**config.mk**
```make
export PLATFORM = sky130hd
export DESIGN_NAME = wh_test_loop_top
export DESIGN_NICKNAME = d
export VERILOG_FILES = /design/src/rtl/wh_test_pkg.sv /design/src/rtl/wh_data_gen.sv /design/src/rtl/wh_flit_deserializer.sv /design/src/rtl/wh_flit_serializer.sv /design/src/rtl/wh_test_loop_top.sv /design/src/rtl/wh_test_node.sv /design/src/rtl/wh_two_fifo.sv
export SDC_FILE = /design/constraint.sdc
export NUM_CORES = 1
export LEC_CHECK = 0
export BUFFER_PORTS_ARGS = -buffer_cell sky130_fd_sc_hd__buf_2
export CORE_MARGIN = 1.5
export CORE_UTILIZATION = 30
export DETAILED_ROUTE_END_ITERATION = 12
export PLACE_DENSITY = 0.51
export SETUP_SLACK_MARGIN = 0.4
export SLEW_MARGIN = 0
export SYNTH_ARGS = -nofsm -noshare
export SYNTH_HDL_FRONTEND = slang
export SYNTH_SLANG_ARGS = --single-unit
```
**constraint.sdc**
```tcl
create_clock -name node_clk_i -period 3.9 [get_ports node_clk_i]
set_clock_uncertainty 0.2 [all_clocks]
set_input_delay 0.39 -clock node_clk_i [delete_from_list [all_inputs] [get_ports node_clk_i]]
set_output_delay 0.39 -clock node_clk_i [all_outputs]
set_load 0.02 [all_outputs]
```
**src/rtl/wh_test_pkg.sv**
```systemverilog
// ~~~~~~~~~~~~~~~~~~~~~~~~~~~~~~
// Shared widths, flit and packet types for the wormhole test loop
// Imported by every RTL block and by the testbench
// ~~~~~~~~~~~~~~~~~~~~~~~~~~~~~~

package wh_test_pkg;

  // Link and packet field widths
  localparam int flit_width    = 16;
  localparam int cord_width    = 5;
  localparam int len_width     = 3;
  localparam int cid_width     = 2;
  localparam int num_channels  = 2;
  localparam int channel_width = 8;

  typedef logic [flit_width-1:0]                   flit_t;
  typedef logic [cord_width-1:0]                   cord_t;
  typedef logic [len_width-1:0]                    len_t;
  typedef logic [cid_width-1:0]                    cid_t;
  typedef logic [channel_width-1:0]                channel_t;
  typedef logic [num_channels*channel_width-1:0]   load_t;
  typedef logic [31:0]                             count_t;

  // Cord sits in the low bits of the header flit
  typedef struct packed {
    len_t  len;
    cord_t cord;
  } wh_header_s;

  typedef struct packed {
    load_t      load;
    cid_t       src_cid;
    cid_t       cid;
    wh_header_s header;
  } wh_packet_s;

  // One direction of a link plus the ready for the opposite direction
  typedef struct packed {
    logic  v;
    flit_t data;
    logic  ready_and_rev;
  } wh_link_s;

  localparam int wh_packet_width = $bits(wh_packet_s);
  localparam int wh_ratio        = (wh_packet_width + flit_width - 1) / flit_width;
  localparam int wh_len_value    = wh_ratio - 1;

  // Flit index inside a packet, at least one bit
  localparam int flit_idx_width = (wh_ratio > 1) ? $clog2(wh_ratio) : 1;

  typedef logic [flit_idx_width-1:0]      flit_idx_t;
  typedef logic [wh_ratio*flit_width-1:0] wh_flits_t;

endpackage

```
**src/rtl/wh_data_gen.sv**
```systemverilog
// ~~~~~~~~~~~~~~~~~~~~~~~~~~~~~~
// Payload pattern generator, one packet per advance strobe
// ~~~~~~~~~~~~~~~~~~~~~~~~~~~~~~

`timescale 1ns/1ps

module wh_data_gen (
  input  logic               node_clk_i,
  input  logic               node_reset_i,
  input  logic               advance_i,
  output wh_test_pkg::load_t load_o
);
  import wh_test_pkg::*;

  // Only the low bits of the index matter mod 256
  channel_t pkt_idx_q;

  always_ff @(posedge node_clk_i)
  begin
    if (node_reset_i)
      pkt_idx_q <= '0;
    else if (advance_i)
      pkt_idx_q <= pkt_idx_q + 1'b1;
  end

  // Channel k carries n*num_channels + k
  always_comb
  begin
    for (int k = 0; k < num_channels; k++)
    begin
      load_o[k*channel_width +: channel_width] = channel_t'(pkt_idx_q * num_channels + k);
    end
  end

endmodule

```
**src/rtl/wh_flit_deserializer.sv**
```systemverilog
// ~~~~~~~~~~~~~~~~~~~~~~~~~~~~~~
// Flit to packet converter for the incoming link
// Valid rises the cycle after the last flit arrives
// ~~~~~~~~~~~~~~~~~~~~~~~~~~~~~~

`timescale 1ns/1ps

module wh_flit_deserializer (
  input  logic                    node_clk_i,
  input  logic                    node_reset_i,
  input  wh_test_pkg::wh_link_s   link_i,
  output logic                    ready_and_o,
  output logic                    valid_o,
  output wh_test_pkg::wh_packet_s packet_o,
  input  logic                    yumi_i
);
  import wh_test_pkg::*;

  wh_flits_t slots_q;
  flit_idx_t cnt_q;
  logic      full_q;
  logic      recv;
  logic      last_flit;

  // Link stays blocked while a whole packet waits to be taken
  assign ready_and_o = ~full_q | yumi_i;
  assign recv        = link_i.v & ready_and_o;
  assign last_flit   = (cnt_q == flit_idx_t'(wh_ratio - 1));

  assign valid_o  = full_q;
  assign packet_o = slots_q[wh_packet_width-1:0];

  always_ff @(posedge node_clk_i)
  begin
    if (recv)
      slots_q[cnt_q*flit_width +: flit_width] <= link_i.data;
  end

  always_ff @(posedge node_clk_i)
  begin
    if (node_reset_i)
    begin
      full_q <= 1'b0;
      cnt_q  <= '0;
    end
    else
    begin
      if (yumi_i)
        full_q <= 1'b0;
      if (recv && last_flit)
      begin
        cnt_q  <= '0;
        full_q <= 1'b1;
      end
      else if (recv)
        cnt_q <= cnt_q + 1'b1;
    end
  end

endmodule

```
**src/rtl/wh_flit_serializer.sv**
```systemverilog
// ~~~~~~~~~~~~~~~~~~~~~~~~~~~~~~
// Packet to flit converter for the outgoing link
// Sends the low flit first, wh_ratio flits per packet
// ~~~~~~~~~~~~~~~~~~~~~~~~~~~~~~

`timescale 1ns/1ps

module wh_flit_serializer (
  input  logic                    node_clk_i,
  input  logic                    node_reset_i,
  input  logic                    valid_i,
  input  wh_test_pkg::wh_packet_s packet_i,
  output logic                    ready_and_o,
  output wh_test_pkg::wh_link_s   link_o,
  input  wh_test_pkg::wh_link_s   link_i
);
  import wh_test_pkg::*;

  wh_flits_t shift_q;
  flit_idx_t cnt_q;
  logic      loaded_q;
  logic      last_flit;
  logic      send;
  logic      load;

  assign last_flit = (cnt_q == flit_idx_t'(wh_ratio - 1));
  assign send      = loaded_q & link_i.ready_and_rev;

  // Take a new packet when idle or as the last flit leaves
  assign ready_and_o = ~loaded_q | (last_flit & link_i.ready_and_rev);
  assign load        = valid_i & ready_and_o;

  assign link_o.v    = loaded_q;
  assign link_o.data = shift_q[flit_width-1:0];
  // Reverse ready is owned by the receive side of the node
  assign link_o.ready_and_rev = 1'b0;

  always_ff @(posedge node_clk_i)
  begin
    if (load)
      shift_q <= wh_flits_t'(packet_i);
    else if (send)
      shift_q <= shift_q >> flit_width;
  end

  always_ff @(posedge node_clk_i)
  begin
    if (node_reset_i)
    begin
      loaded_q <= 1'b0;
      cnt_q    <= '0;
    end
    else if (load)
    begin
      loaded_q <= 1'b1;
      cnt_q    <= '0;
    end
    else if (send)
    begin
      cnt_q <= cnt_q + 1'b1;
      if (last_flit)
        loaded_q <= 1'b0;
    end
  end

endmodule

```
**src/rtl/wh_test_loop_top.sv**
```systemverilog
// ~~~~~~~~~~~~~~~~~~~~~~~~~~~~~~
// Master and client test nodes joined by a flit link loop
// Status outputs come from the master
// ~~~~~~~~~~~~~~~~~~~~~~~~~~~~~~

`timescale 1ns/1ps

module wh_test_loop_top (
  input  logic                node_clk_i,
  input  logic                node_reset_i,
  input  logic                node_en_i,
  input  wh_test_pkg::cord_t  master_cord_i,
  input  wh_test_pkg::cid_t   master_cid_i,
  input  wh_test_pkg::cord_t  client_cord_i,
  input  wh_test_pkg::cid_t   client_cid_i,
  input  wh_test_pkg::cord_t  client_reply_cord_i,
  output logic                error_o,
  output wh_test_pkg::count_t sent_o,
  output wh_test_pkg::count_t received_o
);
  import wh_test_pkg::*;

  wh_link_s master_to_client;
  wh_link_s client_to_master;

  wh_test_node #(.is_client(1'b0)) i_master (
    .node_clk_i  (node_clk_i),
    .node_reset_i(node_reset_i),
    .node_en_i   (node_en_i),
    .my_cord_i   (master_cord_i),
    .dest_cord_i (client_cord_i),
    .my_cid_i    (master_cid_i),
    .dest_cid_i  (client_cid_i),
    .link_i      (client_to_master),
    .link_o      (master_to_client),
    .error_o     (error_o),
    .sent_o      (sent_o),
    .received_o  (received_o)
  );

  // Client status outputs are constant zero
  wh_test_node #(.is_client(1'b1)) i_client (
    .node_clk_i  (node_clk_i),
    .node_reset_i(node_reset_i),
    .node_en_i   (node_en_i),
    .my_cord_i   (client_cord_i),
    .dest_cord_i (client_reply_cord_i),
    .my_cid_i    (client_cid_i),
    .dest_cid_i  (master_cid_i),
    .link_i      (master_to_client),
    .link_o      (client_to_master),
    .error_o     (),
    .sent_o      (),
    .received_o  ()
  );

endmodule

```
**src/rtl/wh_test_node.sv**
```systemverilog
// ~~~~~~~~~~~~~~~~~~~~~~~~~~~~~~
// Wormhole traffic test node, master or client by is_client
// Master generates and checks, client loops payloads back
// ~~~~~~~~~~~~~~~~~~~~~~~~~~~~~~

`timescale 1ns/1ps

module wh_test_node #(
  parameter bit is_client = 1'b0
) (
  input  logic                  node_clk_i,
  input  logic                  node_reset_i,
  input  logic                  node_en_i,
  input  wh_test_pkg::cord_t    my_cord_i,
  input  wh_test_pkg::cord_t    dest_cord_i,
  input  wh_test_pkg::cid_t     my_cid_i,
  input  wh_test_pkg::cid_t     dest_cid_i,
  input  wh_test_pkg::wh_link_s link_i,
  output wh_test_pkg::wh_link_s link_o,
  output logic                  error_o,
  output wh_test_pkg::count_t   sent_o,
  output wh_test_pkg::count_t   received_o
);
  import wh_test_pkg::*;

  // Link side converters
  logic       deser_ready;
  logic       deser_valid;
  wh_packet_s deser_packet;
  logic       ser_valid;
  logic       ser_ready;
  wh_packet_s ser_packet;
  wh_link_s   ser_link;

  // Node side of the FIFOs
  logic       in_ready;
  logic       in_valid;
  wh_packet_s in_packet;
  logic       in_yumi;
  logic       out_valid;
  logic       out_ready;
  wh_packet_s out_packet;

  wh_flit_deserializer i_deser (
    .node_clk_i  (node_clk_i),
    .node_reset_i(node_reset_i),
    .link_i      (link_i),
    .ready_and_o (deser_ready),
    .valid_o     (deser_valid),
    .packet_o    (deser_packet),
    .yumi_i      (deser_valid & in_ready)
  );

  // Responses in the master, requests in the client
  wh_two_fifo i_in_fifo (
    .node_clk_i  (node_clk_i),
    .node_reset_i(node_reset_i),
    .valid_i     (deser_valid),
    .data_i      (deser_packet),
    .ready_o     (in_ready),
    .valid_o     (in_valid),
    .data_o      (in_packet),
    .yumi_i      (in_yumi)
  );

  wh_two_fifo i_out_fifo (
    .node_clk_i  (node_clk_i),
    .node_reset_i(node_reset_i),
    .valid_i     (out_valid),
    .data_i      (out_packet),
    .ready_o     (out_ready),
    .valid_o     (ser_valid),
    .data_o      (ser_packet),
    .yumi_i      (ser_valid & ser_ready)
  );

  wh_flit_serializer i_ser (
    .node_clk_i  (node_clk_i),
    .node_reset_i(node_reset_i),
    .valid_i     (ser_valid),
    .packet_i    (ser_packet),
    .ready_and_o (ser_ready),
    .link_o      (ser_link),
    .link_i      (link_i)
  );

  // Outgoing flits plus our ready for the incoming direction
  always_comb
  begin
    link_o               = ser_link;
    link_o.ready_and_rev = deser_ready;
  end

  if (!is_client)
  begin : g_master
    load_t  gen_load;
    load_t  check_load;
    logic   req_accept;
    logic   resp_bad;
    logic   error_q;
    count_t sent_q;
    count_t received_q;

    assign out_valid  = node_en_i;
    assign req_accept = out_valid & out_ready;

    assign out_packet.load          = gen_load;
    assign out_packet.src_cid       = my_cid_i;
    assign out_packet.cid           = dest_cid_i;
    assign out_packet.header.cord   = dest_cord_i;
    assign out_packet.header.len    = len_t'(wh_len_value);

    // Responses never wait
    assign in_yumi = in_valid;

    wh_data_gen i_gen_req (
      .node_clk_i  (node_clk_i),
      .node_reset_i(node_reset_i),
      .advance_i   (req_accept),
      .load_o      (gen_load)
    );

    // Second copy tracks the expected response order
    wh_data_gen i_gen_check (
      .node_clk_i  (node_clk_i),
      .node_reset_i(node_reset_i),
      .advance_i   (in_yumi),
      .load_o      (check_load)
    );

    assign resp_bad = in_valid & ((in_packet.load != check_load)
                                  | (in_packet.header.cord != my_cord_i)
                                  | (in_packet.cid != my_cid_i));

    always_ff @(posedge node_clk_i)
    begin
      if (node_reset_i)
      begin
        error_q    <= 1'b0;
        sent_q     <= '0;
        received_q <= '0;
      end
      else
      begin
        if (resp_bad)
          error_q <= 1'b1;
        if (req_accept)
          sent_q <= sent_q + 1'b1;
        if (in_yumi)
          received_q <= received_q + 1'b1;
      end
    end

    assign error_o    = error_q;
    assign sent_o     = sent_q;
    assign received_o = received_q;
  end
  else
  begin : g_client
    // Head request turns into a response addressed to its sender
    assign out_valid = in_valid;
    assign in_yumi   = in_valid & out_ready;

    assign out_packet.load        = in_packet.load;
    assign out_packet.src_cid     = my_cid_i;
    assign out_packet.cid         = in_packet.src_cid;
    assign out_packet.header.cord = dest_cord_i;
    assign out_packet.header.len  = len_t'(wh_len_value);

    assign error_o    = 1'b0;
    assign sent_o     = '0;
    assign received_o = '0;
  end

endmodule

```
**src/rtl/wh_two_fifo.sv**
```systemverilog
// ~~~~~~~~~~~~~~~~~~~~~~~~~~~~~~
// Two-entry packet FIFO, ready/valid in and valid/yumi out
// Enqueue while full is allowed when the head leaves in the same cycle
// ~~~~~~~~~~~~~~~~~~~~~~~~~~~~~~

`timescale 1ns/1ps

module wh_two_fifo (
  input  logic                   node_clk_i,
  input  logic                   node_reset_i,
  input  logic                   valid_i,
  input  wh_test_pkg::wh_packet_s data_i,
  output logic                   ready_o,
  output logic                   valid_o,
  output wh_test_pkg::wh_packet_s data_o,
  input  logic                   yumi_i
);
  import wh_test_pkg::*;

  wh_packet_s mem_q [2];
  logic       wr_ptr_q;
  logic       rd_ptr_q;
  logic       full_q;
  logic       empty_q;
  logic       enq;

  assign ready_o = ~full_q | yumi_i;
  assign enq     = valid_i & ready_o;
  assign valid_o = ~empty_q;
  assign data_o  = mem_q[rd_ptr_q];

  always_ff @(posedge node_clk_i)
  begin
    if (enq)
      mem_q[wr_ptr_q] <= data_i;
  end

  always_ff @(posedge node_clk_i)
  begin
    if (node_reset_i)
    begin
      wr_ptr_q <= 1'b0;
      rd_ptr_q <= 1'b0;
      full_q   <= 1'b0;
      empty_q  <= 1'b1;
    end
    else
    begin
      if (enq)
        wr_ptr_q <= ~wr_ptr_q;
      if (yumi_i)
        rd_ptr_q <= ~rd_ptr_q;
      // Occupancy only changes when exactly one side moves
      if (enq && !yumi_i)
      begin
        empty_q <= 1'b0;
        full_q  <= (~wr_ptr_q == rd_ptr_q);
      end
      else if (yumi_i && !enq)
      begin
        full_q  <= 1'b0;
        empty_q <= (~rd_ptr_q == wr_ptr_q);
      end
    end
  end

endmodule

```
==> reports/results.ini, run 1 <==
[run_status]
outcome = completed

[hold_path]
holdCritPathClass = in2reg
hold_path_depth = 5
hold_start = node_en_i
hold_end = i_master.sent_o[14]

[layout]
num_antenna_cells = 0
mostFrequentLayoutCell = edfxtp_1
drive_gt1_frac = 0.155
nets = 1205
multiInputGateArea_um2 = 4160
final_cell_mix = 247 x edfxtp_1, 110 x nor2_1, 107 x dfxtp_1, 85 x buf_2
seqCellArea_um2 = 9560
syn2layout_area_growth_pct = 17.8
fillCellCount = 4551

[placed_design]
place_congestion = 0.715
dp_slack_ns = 1.03
port_buffers = 86
dp_hpwl_um = 16600

[detailed_routing]
drtIter0Drc = 407
ant_nets = 0
vias_per_cell = 4.57
vias = 8258
wl_per_cell_um = 14.1
drc_errors = 0
drt_first_pass_iters = 4
wl_um = 25500

[pwr]
ir_drop_mv = 0.316
p_per_area_nw_per_um2 = 610
p_leak_uw = 0.00566

[logic_synthesis]
ys_seq_area_frac = 0.682
yosys-mux-area-fraction = 0.0538
ys.flop_type = edfxtp_1
synthAdderAreaFrac = 0.00714
ys_ff_latch = 354
ys_types = 57
syn_inst = 1065
synth_nets = 1095
syn_area_um2 = 14000
yosys_warnings = 0
synth_top_family_by_area = simple AND/OR/NAND/NOR gates
syn-mean-instance-area_um2 = 13.2
synth-compound-area-share = 0.0587
synthSimpleGateAreaFrac = 0.140
yosys.area_share.xor_xnor = 0.0369
synth_edf_count = 247
synthArstFlopShare = 0

[timing]
rsz0062_at_grt = false
fin_crit_sh = 0.732
fmax_ghz = 0.350
whs_ns = 0.0926
drv_slew = 0
setup_viol = 0
worst_slack_ns = 1.05
tightest_slew_ns = 1.08
hold_violations = 0
maxSlewHeadroom = 0.276
setup-tns-final_ns = 0
period_needed_ns = 2.85

[clock_tree]
cts_buffer_depth = 3
clkLatencyLatePin_ns = 0.54
clock-root-buffer = clkbuf_16
htreeDepth = 2
clock-sinks = 354
cts_tree = done
clk_pin_slew_worst_paths_ns = 0.06
cts-buffers-inserted = 40

[die]
die_width_um = 219
die_h_um = 219
die-area_um2 = 48000
ioPinCount = 87
core_um2 = 46400
rows = 79
start_util = 0.302

[worst_setup_path]
crit_fanout = 28
cp-start-kind = flop
r2r_end = i_master.i_out_fifo.empty_q
rr_worst_depth = 7
crit_type = reg2reg
crit_required_ns = 4.13
crit_arrival_ns = 3.08
ff2ff_setup_slack_ns = 1.05
cp-end-kind = flop
rr_startpoint = i_client.i_out_fifo.empty_q

[global_routing]
grt_pass1_wl_um = 41500
first_global_vias = 8114
grt_max_degree = 42
antenna_found_initial = 0
grtUsageTotal = 0.108
overflow = 0

[run]
cap_violations = 0

cells in the mapped netlist, types with 2 or more instances:
cell type,n,share of area
a211o_1,5,0.0031
a211oi_1,2,0.0011
a21boi_1,2,0.0011
a21oi_1,53,0.019
a221o_1,3,0.0021
a31o_1,3,0.0019
and2_1,33,0.015
and3_1,12,0.0054
and3_2,2,0.0011
and4_1,11,0.0069
buf_1,3,0.00080
buf_2,4,0.0014
buf_6,4,0.0032
clkbuf_1,33,0.0088
dfxtp_1,107,0.15
edfxtp_1,247,0.53
ha_1,8,0.0071
inv_1,18,0.0048
inv_2,3,0.00080
mux2_1,2,0.0016
mux2_2,17,0.014
mux2i_1,54,0.039
nand2_1,54,0.014
nand2b_1,6,0.0027
nand3_1,34,0.012
nand4_1,25,0.011
nand4b_1,3,0.0019
nor2_1,112,0.030
nor2b_1,22,0.0098
nor3_1,9,0.0032
nor4_1,13,0.0058
o211ai_1,5,0.0027
o21ai_0,12,0.0043
o21ai_1,15,0.0054
o31ai_1,20,0.011
or3_1,13,0.0058
or4_1,19,0.010
xnor2_1,29,0.018
xor2_1,30,0.019
worst max-delay path, cell delays in order (launching register included):
cell,delay (ns)
dfxtp_1,0.39
o21a_1,0.22
o221ai_4,0.18
o211ai_2,0.91
inv_1,0.10
ha_1,0.37
nor2_1,0.06
a221o_1,0.31
metal layers:
layer	wire, µm	track usage
met2	12000	0.177
met1	11800	0.136
met5	0	0
met4	666	0.0411
met3	950	0.0287
per-stage QoR:
stage	instance area, µm²	util	total power (µW)	std cells
2_1_floorplan	14000	-	6130	1065
3_3_place_gp	15100	0.326	6520	1726
3_5_place_dp	15100	0.326	6540	1726
4_1_cts	16500	0.356	10300	1808
5_1_grt	16500	0.356	10600	1808
6_report	16500	0.356	10100	1808
kinds of logic after synthesis:
group / count (synthesis)
other cells: 1
xor+xnor: 59
flops: 354
compound gates: 128
simple gates: 375
fa+ha+maj: 8
mux: 73
buf+inv: 67
worst max-delay path by stage:
stage	startpoint	end	slack [ns]	cells past startpoint
6_report	i_client.i_out_fifo.empty_q	i_master.i_out_fifo.empty_q	1.05	7
2_1_floorplan	i_client.i_out_fifo.empty_q	i_master.i_out_fifo.mem_q[0][0]	1.21	5
5_1_grt	i_client.i_out_fifo.empty_q	i_master.i_out_fifo.empty_q	0.82	7
3_5_place_dp	i_master.i_in_fifo.full_q	i_master.i_out_fifo.empty_q	1.03	7
3_3_place_gp	i_client.i_out_fifo.empty_q	i_master.i_out_fifo.empty_q	1.07	7
4_1_cts	i_client.i_out_fifo.empty_q	i_master.i_out_fifo.empty_q	1.02	7
registers in the layout (all words and copies together) (netlist names), 7 cells and up, named ones only:
register	cells
i_client.i_deser.slots_q	17
i_client.i_in_fifo.mem_q	34
i_client.i_out_fifo.mem_q	48
i_client.i_ser.shift_q	27
i_master.g_master.i_gen_check.pkt_idx_q	7
i_master.g_master.i_gen_req.pkt_idx_q	7
i_master.i_deser.slots_q	23
i_master.i_in_fifo.mem_q	46
i_master.i_out_fifo.mem_q	32
i_master.i_ser.shift_q	20
i_master.received_o	32
i_master.sent_o	32
repair_timing:
action / CTS / global route
hold buffers: 14 / 0
resized for setup: 0 / 0
hold endpoints to repair: 32 / 0
buffers inserted: 0 / 0
cell type report:
class | count | area share
Clock buffer | 51 | 0.0669
Clock inverter | 17 | 0.0101
Inverter | 21 | 0.00477
Multi-Input combinational cell | 644 | 0.252
Sequential cell | 354 | 0.579
Tap cell | 607 | 0.0460
Timing Repair Buffer | 114 | 0.0411
power by group:
part / switching (µW) / internal [µW]
clock network: 1450 / 2190
logic: 792 / 550
registers: 306 / 4780
total: 2550 / 7520
Power figures use the tool's default switching activity.
==> inputs of run 2 (changes only) <==
--- a/config.mk
+++ b/config.mk
@@ -5,6 +5,7 @@
 export SDC_FILE = /design/constraint.sdc
 export NUM_CORES = 1
 export LEC_CHECK = 0
+export ABC_AREA = 1
 export BUFFER_PORTS_ARGS = -buffer_cell sky130_fd_sc_hd__buf_2
 export CORE_MARGIN = 1.5
 export CORE_UTILIZATION = 30
==> constraint.sdc (replaced) <==
create_clock -name node_clk_i -period 2.8 [get_ports node_clk_i]
set_clock_uncertainty 0.2 [all_clocks]
set_input_delay 0.28 -clock node_clk_i [delete_from_list [all_inputs] [get_ports node_clk_i]]
set_output_delay 0.28 -clock node_clk_i [all_outputs]
set_load 0.02 [all_outputs]
==> run 2 against run 1 <==
Against the previous run: sequential power grew 41%; hold slack worse by 0.057 ns; clock-buffer cell count increased by 1; combinational power grew 88%; design area up 5.9%; largest power group unchanged.
==> reports/results.ini, run 2 <==
[worst_setup_path]
cp_slowest_cell = dfxtp_1
cp_common_cell = nand2_4
cp-end-kind = flop
crit_arrival_ns = 2.46  ; -0.62 ns
ff2ff_setup_slack_ns = 0.55  ; -0.49 ns
cpPeakStageDelay_ns = 0.34  ; -0.57 ns
cp-start-kind = flop
path_cells = nand3_2, nand2_2, nand2_4, nand2_8, nand2_2, nand2_4, nand3_4, nand2_2, nand2_4, nand2_8, nand2_8, nand2_4, inv_1, ha_1, inv_2, o21ai_0, a21oi_1
crit_type = reg2reg
crit_fanout = 5  ; -82%
crit_required_ns = 3.01  ; -1.12 ns

[timing]
setup_viol = 0  ; unchanged
drv_slew = 0  ; unchanged
rsz0062_at_grt = true
tightest_slew_ns = 0.973  ; -0.110 ns
fin_crit_sh = 0.803  ; +0.0714
hold_violations = 0  ; unchanged
setup-tns-final_ns = 0  ; unchanged
period_needed_ns = 2.25  ; -0.605 ns
fmax_ghz = 0.445  ; +27%
maxSlewHeadroom = 0.350  ; +0.0745

[detailed_routing]
vias = 9335  ; +13%
vias_per_cell = 4.24  ; -7.3%
ant_nets = 0  ; unchanged
drtIter0Drc = 440  ; +8.1%
wl_um = 27800  ; +9.3%
wl_met1_um = 12900  ; +8.7%
drt_first_pass_iters = 4  ; unchanged
wl_per_cell_um = 12.6  ; -10%
dr_wl_met2_um = 13400  ; +11%
route.top_layer_used = met4
drc_errors = 0  ; unchanged
dr_wl_met3_um = 1090  ; +14%

[die]
core_um2 = 48700  ; +5.2%
die_h_um = 225  ; +2.6%
start_util = 0.303  ; +0.000349
die-area_um2 = 50500  ; +5.2%
rows = 81  ; +2.5%
ioPinCount = 87  ; unchanged
die_width_um = 225  ; +2.6%

[global_routing]
overflow = 0  ; unchanged
grt_pass1_wl_um = 45700  ; +10%
first_global_vias = 9030  ; +11%
antenna_found_initial = 0  ; unchanged
grtUsageTotal = 0.111  ; +0.00338
grt_max_degree = 58  ; +38%

[logic_synthesis]
yosysMostFrequentCell = nand2_1
ys_seq_area_frac = 0.648  ; -0.0342
ys_ff_latch = 354  ; unchanged
synth_commonest_cells = 257 x nand2_1, 247 x edfxtp_1, 176 x inv_1
yosys_warnings = 0  ; unchanged
synthArstFlopShare = 0  ; unchanged
ys.flop_type = edfxtp_1
syn_area_um2 = 14800  ; +5.3%
synthTopCellsByArea = edfxtp_1 50%, dfxtp_1 15%, nand2_1 6.5%, inv_1 4.5%, nor2_1 3.7%
syn_inst = 1382  ; +30%
yosysTopAreaCellShare = 0.503  ; -0.0265
synth.largest_area_cell = edfxtp_1
synth_edf_count = 247  ; unchanged
synth_nets = 1412  ; +29%
syn-mean-instance-area_um2 = 10.7  ; -19%
ys_types = 45  ; -21%

[layout]
mostFrequentLayoutCell = nand2_1
nets = 1542  ; +28%
num_antenna_cells = 0  ; unchanged
final_cell_mix = 255 x nand2_1, 247 x edfxtp_1, 174 x inv_1, 139 x nor2_1, 101 x dfxtp_1
multiInputGateArea_um2 = 4320  ; +3.8%
syn2layout_area_growth_pct = 18.5
drive_gt1_frac = 0.198  ; +0.0432
top_regs = i_client.i_out_fifo.mem_q x48, i_master.i_in_fifo.mem_q x46, i_client.i_in_fifo.mem_q x34
fillCellCount = 4860  ; +6.8%
seqCellArea_um2 = 9570  ; about the same
stdcell_count = 2204  ; +22%
top_register = i_client.i_out_fifo.mem_q
largest_reg_flops = 48  ; unchanged

[clock_tree]
clock-root-buffer = clkbuf_16
cts_tree = done
clk_pin_slew_worst_paths_ns = 0.06  ; about the same
cts-buffers-inserted = 40  ; unchanged
clkLatencyLatePin_ns = 0.53  ; about the same
htreeDepth = 2  ; unchanged
clock-sinks = 354  ; unchanged
cts_buffer_depth = 3  ; unchanged

[pwr]
p_per_area_nw_per_um2 = 833  ; +37%
p_leak_uw = 0.00668  ; +18%
ir_drop_mv = 0.608  ; +93%

[hold_path]
holdCritPathClass = in2reg

[placed_design]
dp.cells = 2108  ; +22%
dp_hpwl_um = 18700  ; +13%
port_buffers = 86  ; unchanged
place_congestion = 0.788  ; +10%

[run]
cap_violations = 0  ; unchanged

[run_status]
outcome = completed

run 2: what timing repair did:
| item | 4_1_cts | 5_1_grt |
|---|---|---|
| gates cloned | 1 | 0 |
| endpoints found under the setup margin | 42 | 10 |
| hold buffers | 15 | 0 |
| resized for setup | 2 | 17 |
| setup buffers | 2 | 8 |
| hold endpoints to repair | 43 | 0 |
| pin swaps | 3 | 5 |
run 2: where the power goes:
group / internal [µW] / switching (µW)
Sequential: 6740 / 430
Clock: 2830 / 2040
Combinational: 878 / 1640
run 2: cell type report:
class                           count  area share
Inverter                          180      0.0386
Tap cell                          664      0.0475
Multi-Input combinational cell    800       0.247
Clock buffer                       52      0.0622
Timing Repair Buffer              136      0.0499
Sequential cell                   354       0.547
Clock inverter                     18     0.00744
run 2: critical path: cells and delay by family, from the launching register on:
| kind | cells | cell delay (ns) |
|---|---|---|
| adders and majority gates | 1 | 0.30 |
| DFF | 1 | 0.34 |
| and+or+nand+nor | 12 | 0.99 |
| buffers and inverters | 2 | 0.09 |
| AOI/OAI and AO/OA | 2 | 0.22 |
run 2: stage by stage:
stage | total power (µW) | utilization | setup slack [ns] | hold WS (ns) | instance area [µm²]
after floorplan | 9090 | - | 0.414 | 0.179 | 14800
after global placement | 9650 | 0.328 | 0.190 | 0.224 | 16000
after detailed placement | 9710 | 0.328 | 0.126 | 0.232 | 16000
after CTS | 14700 | 0.356 | 0.414 | 0.0168 | 17400
after global routing | 15400 | 0.359 | 0.379 | 0.0647 | 17500
final | 14600 | 0.359 | 0.551 | 0.0352 | 17500
run 2: metal layers:
metal,vias up,track usage
li1,4895,-
met1,4305,0.143
met3,42,0.0252
met5,-,0
met2,93,0.188
met4,0,0.0316
run 2: worst paths after layout:
kind                                                    from                               to  cells after the start
worst min-delay path                               node_en_i               i_master.sent_o[3]                      6
worst max register to register      i_master.i_deser.valid_o       i_master.i_out_fifo.full_q                     17
worst min register to register  i_client.i_deser.slots_q[21]  i_client.i_in_fifo.mem_q[0][21]                      0
worst max-delay path                i_master.i_deser.valid_o       i_master.i_out_fifo.full_q                     17
run 2: kinds of logic (layout without fill, tap and decap cells):
| family | Yosys count | count (layout) | synth area share |
|---|---|---|---|
| buf+inv | 229 | 386 | 0.0642 |
| fa+ha+maj | 8 | 8 | 0.00678 |
| flops | 354 | 354 | 0.648 |
| compound gates | 192 | 192 | 0.0695 |
| xor+xnor | 16 | 16 | 0.00950 |
| other cells | 1 | 1 | 0.000254 |
| mux | 26 | 26 | 0.0192 |
| simple gates | 556 | 557 | 0.183 |
==> inputs of run 3 (changes only) <==
--- a/config.mk
+++ b/config.mk
@@ -5,7 +5,7 @@
 export SDC_FILE = /design/constraint.sdc
 export NUM_CORES = 1
 export LEC_CHECK = 0
-export ABC_AREA = 1
+export ABC_AREA = 0
 export BUFFER_PORTS_ARGS = -buffer_cell sky130_fd_sc_hd__buf_2
 export CORE_MARGIN = 1.5
 export CORE_UTILIZATION = 30
==> constraint.sdc (replaced) <==
create_clock -name node_clk_i -period 2.2 [get_ports node_clk_i]
set_clock_uncertainty 0.2 [all_clocks]
set_input_delay 0.22 -clock node_clk_i [delete_from_list [all_inputs] [get_ports node_clk_i]]
set_output_delay 0.22 -clock node_clk_i [all_outputs]
set_load 0.02 [all_outputs]
==> run 3 against run 2 <==
Against the previous run: die area fell by 4.9%; setup slack got worse by 0.55 ns; critical path depth decreased by 10; non-clock buffer count rose by 81; final cell count shrank 13%; maximum frequency is 2.2% higher; power up 35%; first-iteration DRC count increased by 7.3%; the run now ends with setup timing left; core utilization increased by 4.7 points; design area rose by 7.5%; global-route usage up 0.56 points; critical endpoint is now i_master.sent_o[5]; flip-flop and latch count did not move.
==> reports/results.ini, run 3 (synthesis gave the netlist of run 1 again) <==
[die]
die_width_um = 219  ; -2.5%
start_util = 0.302  ; -0.000349
die-area_um2 = 48000  ; -4.9%
die_h_um = 219  ; -2.5%
core_um2 = 46400  ; -4.9%
rows = 79  ; -2.5%
ioPinCount = 87  ; unchanged

[worst_setup_path]
crit_fanout = 5  ; unchanged
cp_slowest_cell = or3b_4
rr_startpoint = i_client.i_in_fifo.empty_q
cpPeakStageDelay_ns = 0.42  ; +0.08 ns
crit_arrival_ns = 2.47  ; about the same
cp_num_buf_inv = 2  ; unchanged
crit_required_ns = 2.47  ; -0.54 ns
critPathLaunch = i_client.i_in_fifo.empty_q
crit_family = simple AND/OR/NAND/NOR gates
cp-start-kind = flop
cp-end-kind = flop
crit_type = reg2reg
path_cells = or3b_4, o221ai_4, buf_12, o211ai_4, buf_6, or4_1, a21oi_1

[detailed_routing]
vias_per_cell = 4.63  ; +9.3%
wl_per_cell_um = 15.4  ; +22%
drtIter0Drc = 472  ; +7.3%
drt_first_pass_iters = 5  ; +1
ant_nets = 0  ; unchanged
wl_um = 29700  ; +6.6%
drc_errors = 0  ; unchanged
vias = 8898  ; -4.7%

[global_routing]
overflow = 0  ; unchanged
grt_pass1_wl_um = 44700  ; -2.2%
first_global_vias = 8609  ; -4.7%
antenna_found_initial = 2  ; +2
grt_max_degree = 53  ; -8.6%
grtUsageTotal = 0.117  ; +0.00565

[layout]
stdcell_area_um2 = 18800  ; +7.5%
syn2layout_area_growth_pct = 34.1
largest_reg_flops = 48  ; unchanged
fillCellCount = 4267  ; -12%
final_cell_mix = 247 x edfxtp_1, 97 x nor2_1, 85 x buf_2, 72 x dfxtp_1, 55 x buf_4
top_register = i_client.i_out_fifo.mem_q
top_regs = i_client.i_out_fifo.mem_q x48, i_master.i_in_fifo.mem_q x46, i_client.i_in_fifo.mem_q x34
nets = 1315  ; -15%
stdcell_count = 1922  ; -13%
mostFrequentLayoutCell = edfxtp_1
drive_gt1_frac = 0.331  ; +0.132

[pwr]
p_leak_uw = 0.00670  ; +0.31%
p_per_area_nw_per_um2 = 1050  ; +26%
ir_drop_mv = 0.544  ; -11%

[clock_tree]
clock-sinks = 354  ; unchanged
clock-root-buffer = clkbuf_16
cts_tree = done
cts_buffer_depth = 3  ; unchanged
cts-buffers-inserted = 41  ; +2.5%
clk_pin_slew_worst_paths_ns = 0.06  ; about the same
htreeDepth = 2  ; unchanged
clkLatencyLatePin_ns = 0.55  ; +0.02 ns

[timing]
maxSlewHeadroom = 0.583  ; +0.233
drv_slew = 0  ; unchanged
rsz0062_at_grt = true
setup_viol = 1  ; +1
fmax_ghz = 0.454  ; +2.2%
tightest_slew_ns = 0.625  ; -0.349 ns
hold_violations = 0  ; unchanged
worst_slack_ns = -0.000755  ; -0.552 ns
fin_crit_sh = 1.00  ; +0.197
period_needed_ns = 2.20  ; -0.0485 ns

[placed_design]
placed_area_um2 = 15800  ; -1.3%
port_buffers = 86  ; unchanged
place_congestion = 0.749  ; -4.9%
dp.cells = 1764  ; -16%
dp_hpwl_um = 17200  ; -7.8%

[run_status]
outcome = complete, but fails checks
violations = setup timing

[hold_path]
holdCritPathClass = in2reg
hold_start = node_en_i

[run]
cap_violations = 0  ; unchanged

==> run 3: changes by cell type in the layout (fill, tap and decap cells not counted), sizes merged, moves of 35 or more <==
cell,previous run,this run
nand2,272,55
inv,182,21
buf,121,194
nor2,159,112
mux2i,8,54
a21oi,97,53
o21ai,65,28
and2,0,35
==> run 3: layer usage <==
metal  up-vias  share of wire  GRT usage
met3        60          0.034     0.0230
met5         -              0          0
met4         0          0.029     0.0523
met2       132           0.51      0.201
met1      4323           0.43      0.142
li1       4383              -          -
==> run 3: per-stage QoR <==
stage | setup WS (ns) | utilization | setup TNS, ns | power, µW | hold WS (ns)
after floorplan | -0.0270 | - | -0.675 | 11100 | 0.119
after CTS | -0.00411 | 0.386 | -0.00411 | 19200 | 0.0428
after global placement | -0.0224 | 0.340 | -0.145 | 12000 | 0.211
after global routing | -0.0702 | 0.405 | -2.20 | 20600 | 0.0857
after detailed placement | -0.0755 | 0.340 | -0.507 | 12100 | 0.211
final | -0.000755 | 0.405 | -0.000755 | 19700 | 0.0715
==> run 3: path summary, 6_finish.rpt <==
path / end / slack, ns / depth (start not counted)
setup / recovery: i_master.sent_o[5] / -0.0008 / 7
hold / removal: i_master.sent_o[15] / 0.07 / 5
setup reg to reg: i_master.sent_o[5] / -0.0008 / 7
hold reg to reg: i_master.i_in_fifo.mem_q[1][3] / 0.24 / 0
==> run 3: power by group <==
part | total, µW | switching (µW) | internal (µW) | leakage [µW]
sequential | 8850 | 376 | 8480 | 0.00317
clock | 6490 | 2630 | 3860 | 0.000623
combinational | 4330 | 2190 | 2140 | 0.00290
total | 19700 | 5190 | 14500 | 0.00670
==> run 3: timing repair <==
| item | 4_1_cts | 5_1_grt |
|---|---|---|
| hold buffers | 16 | 0 |
| cloned | 12 | 10 |
| buffers inserted | 21 | 26 |
| endpoints found under the setup margin | 263 | 312 |
| pin swaps | 22 | 51 |
| resized for setup | 70 | 109 |
| endpoints found under the hold margin | 77 | 0 |
==> run 3: worst register-to-register path, delay by kind of cell, from the launching register on <==
| family | cells | cell delay [ns] |
|---|---|---|
| and+or+nand+nor | 2 | 0.82 |
| AOI/OAI and AO/OA | 3 | 0.47 |
| DFF | 1 | 0.34 |
| buffers and inverters | 2 | 0.30 |
==> run 3: cell type report <==
type | instances | area, µm² | share of cell area
Tap cell | 607 | 759 | 0.0404
Timing Repair inverter | 1 | 7.51 | 0.000399
Clock inverter | 18 | 186 | 0.00992
Inverter | 21 | 96.3 | 0.00513
Clock buffer | 53 | 1090 | 0.0581
Antenna cell | 2 | 5.00 | 0.000266
Multi-Input combinational cell | 649 | 4990 | 0.266
Sequential cell | 354 | 9620 | 0.512
Timing Repair Buffer | 217 | 2030 | 0.108
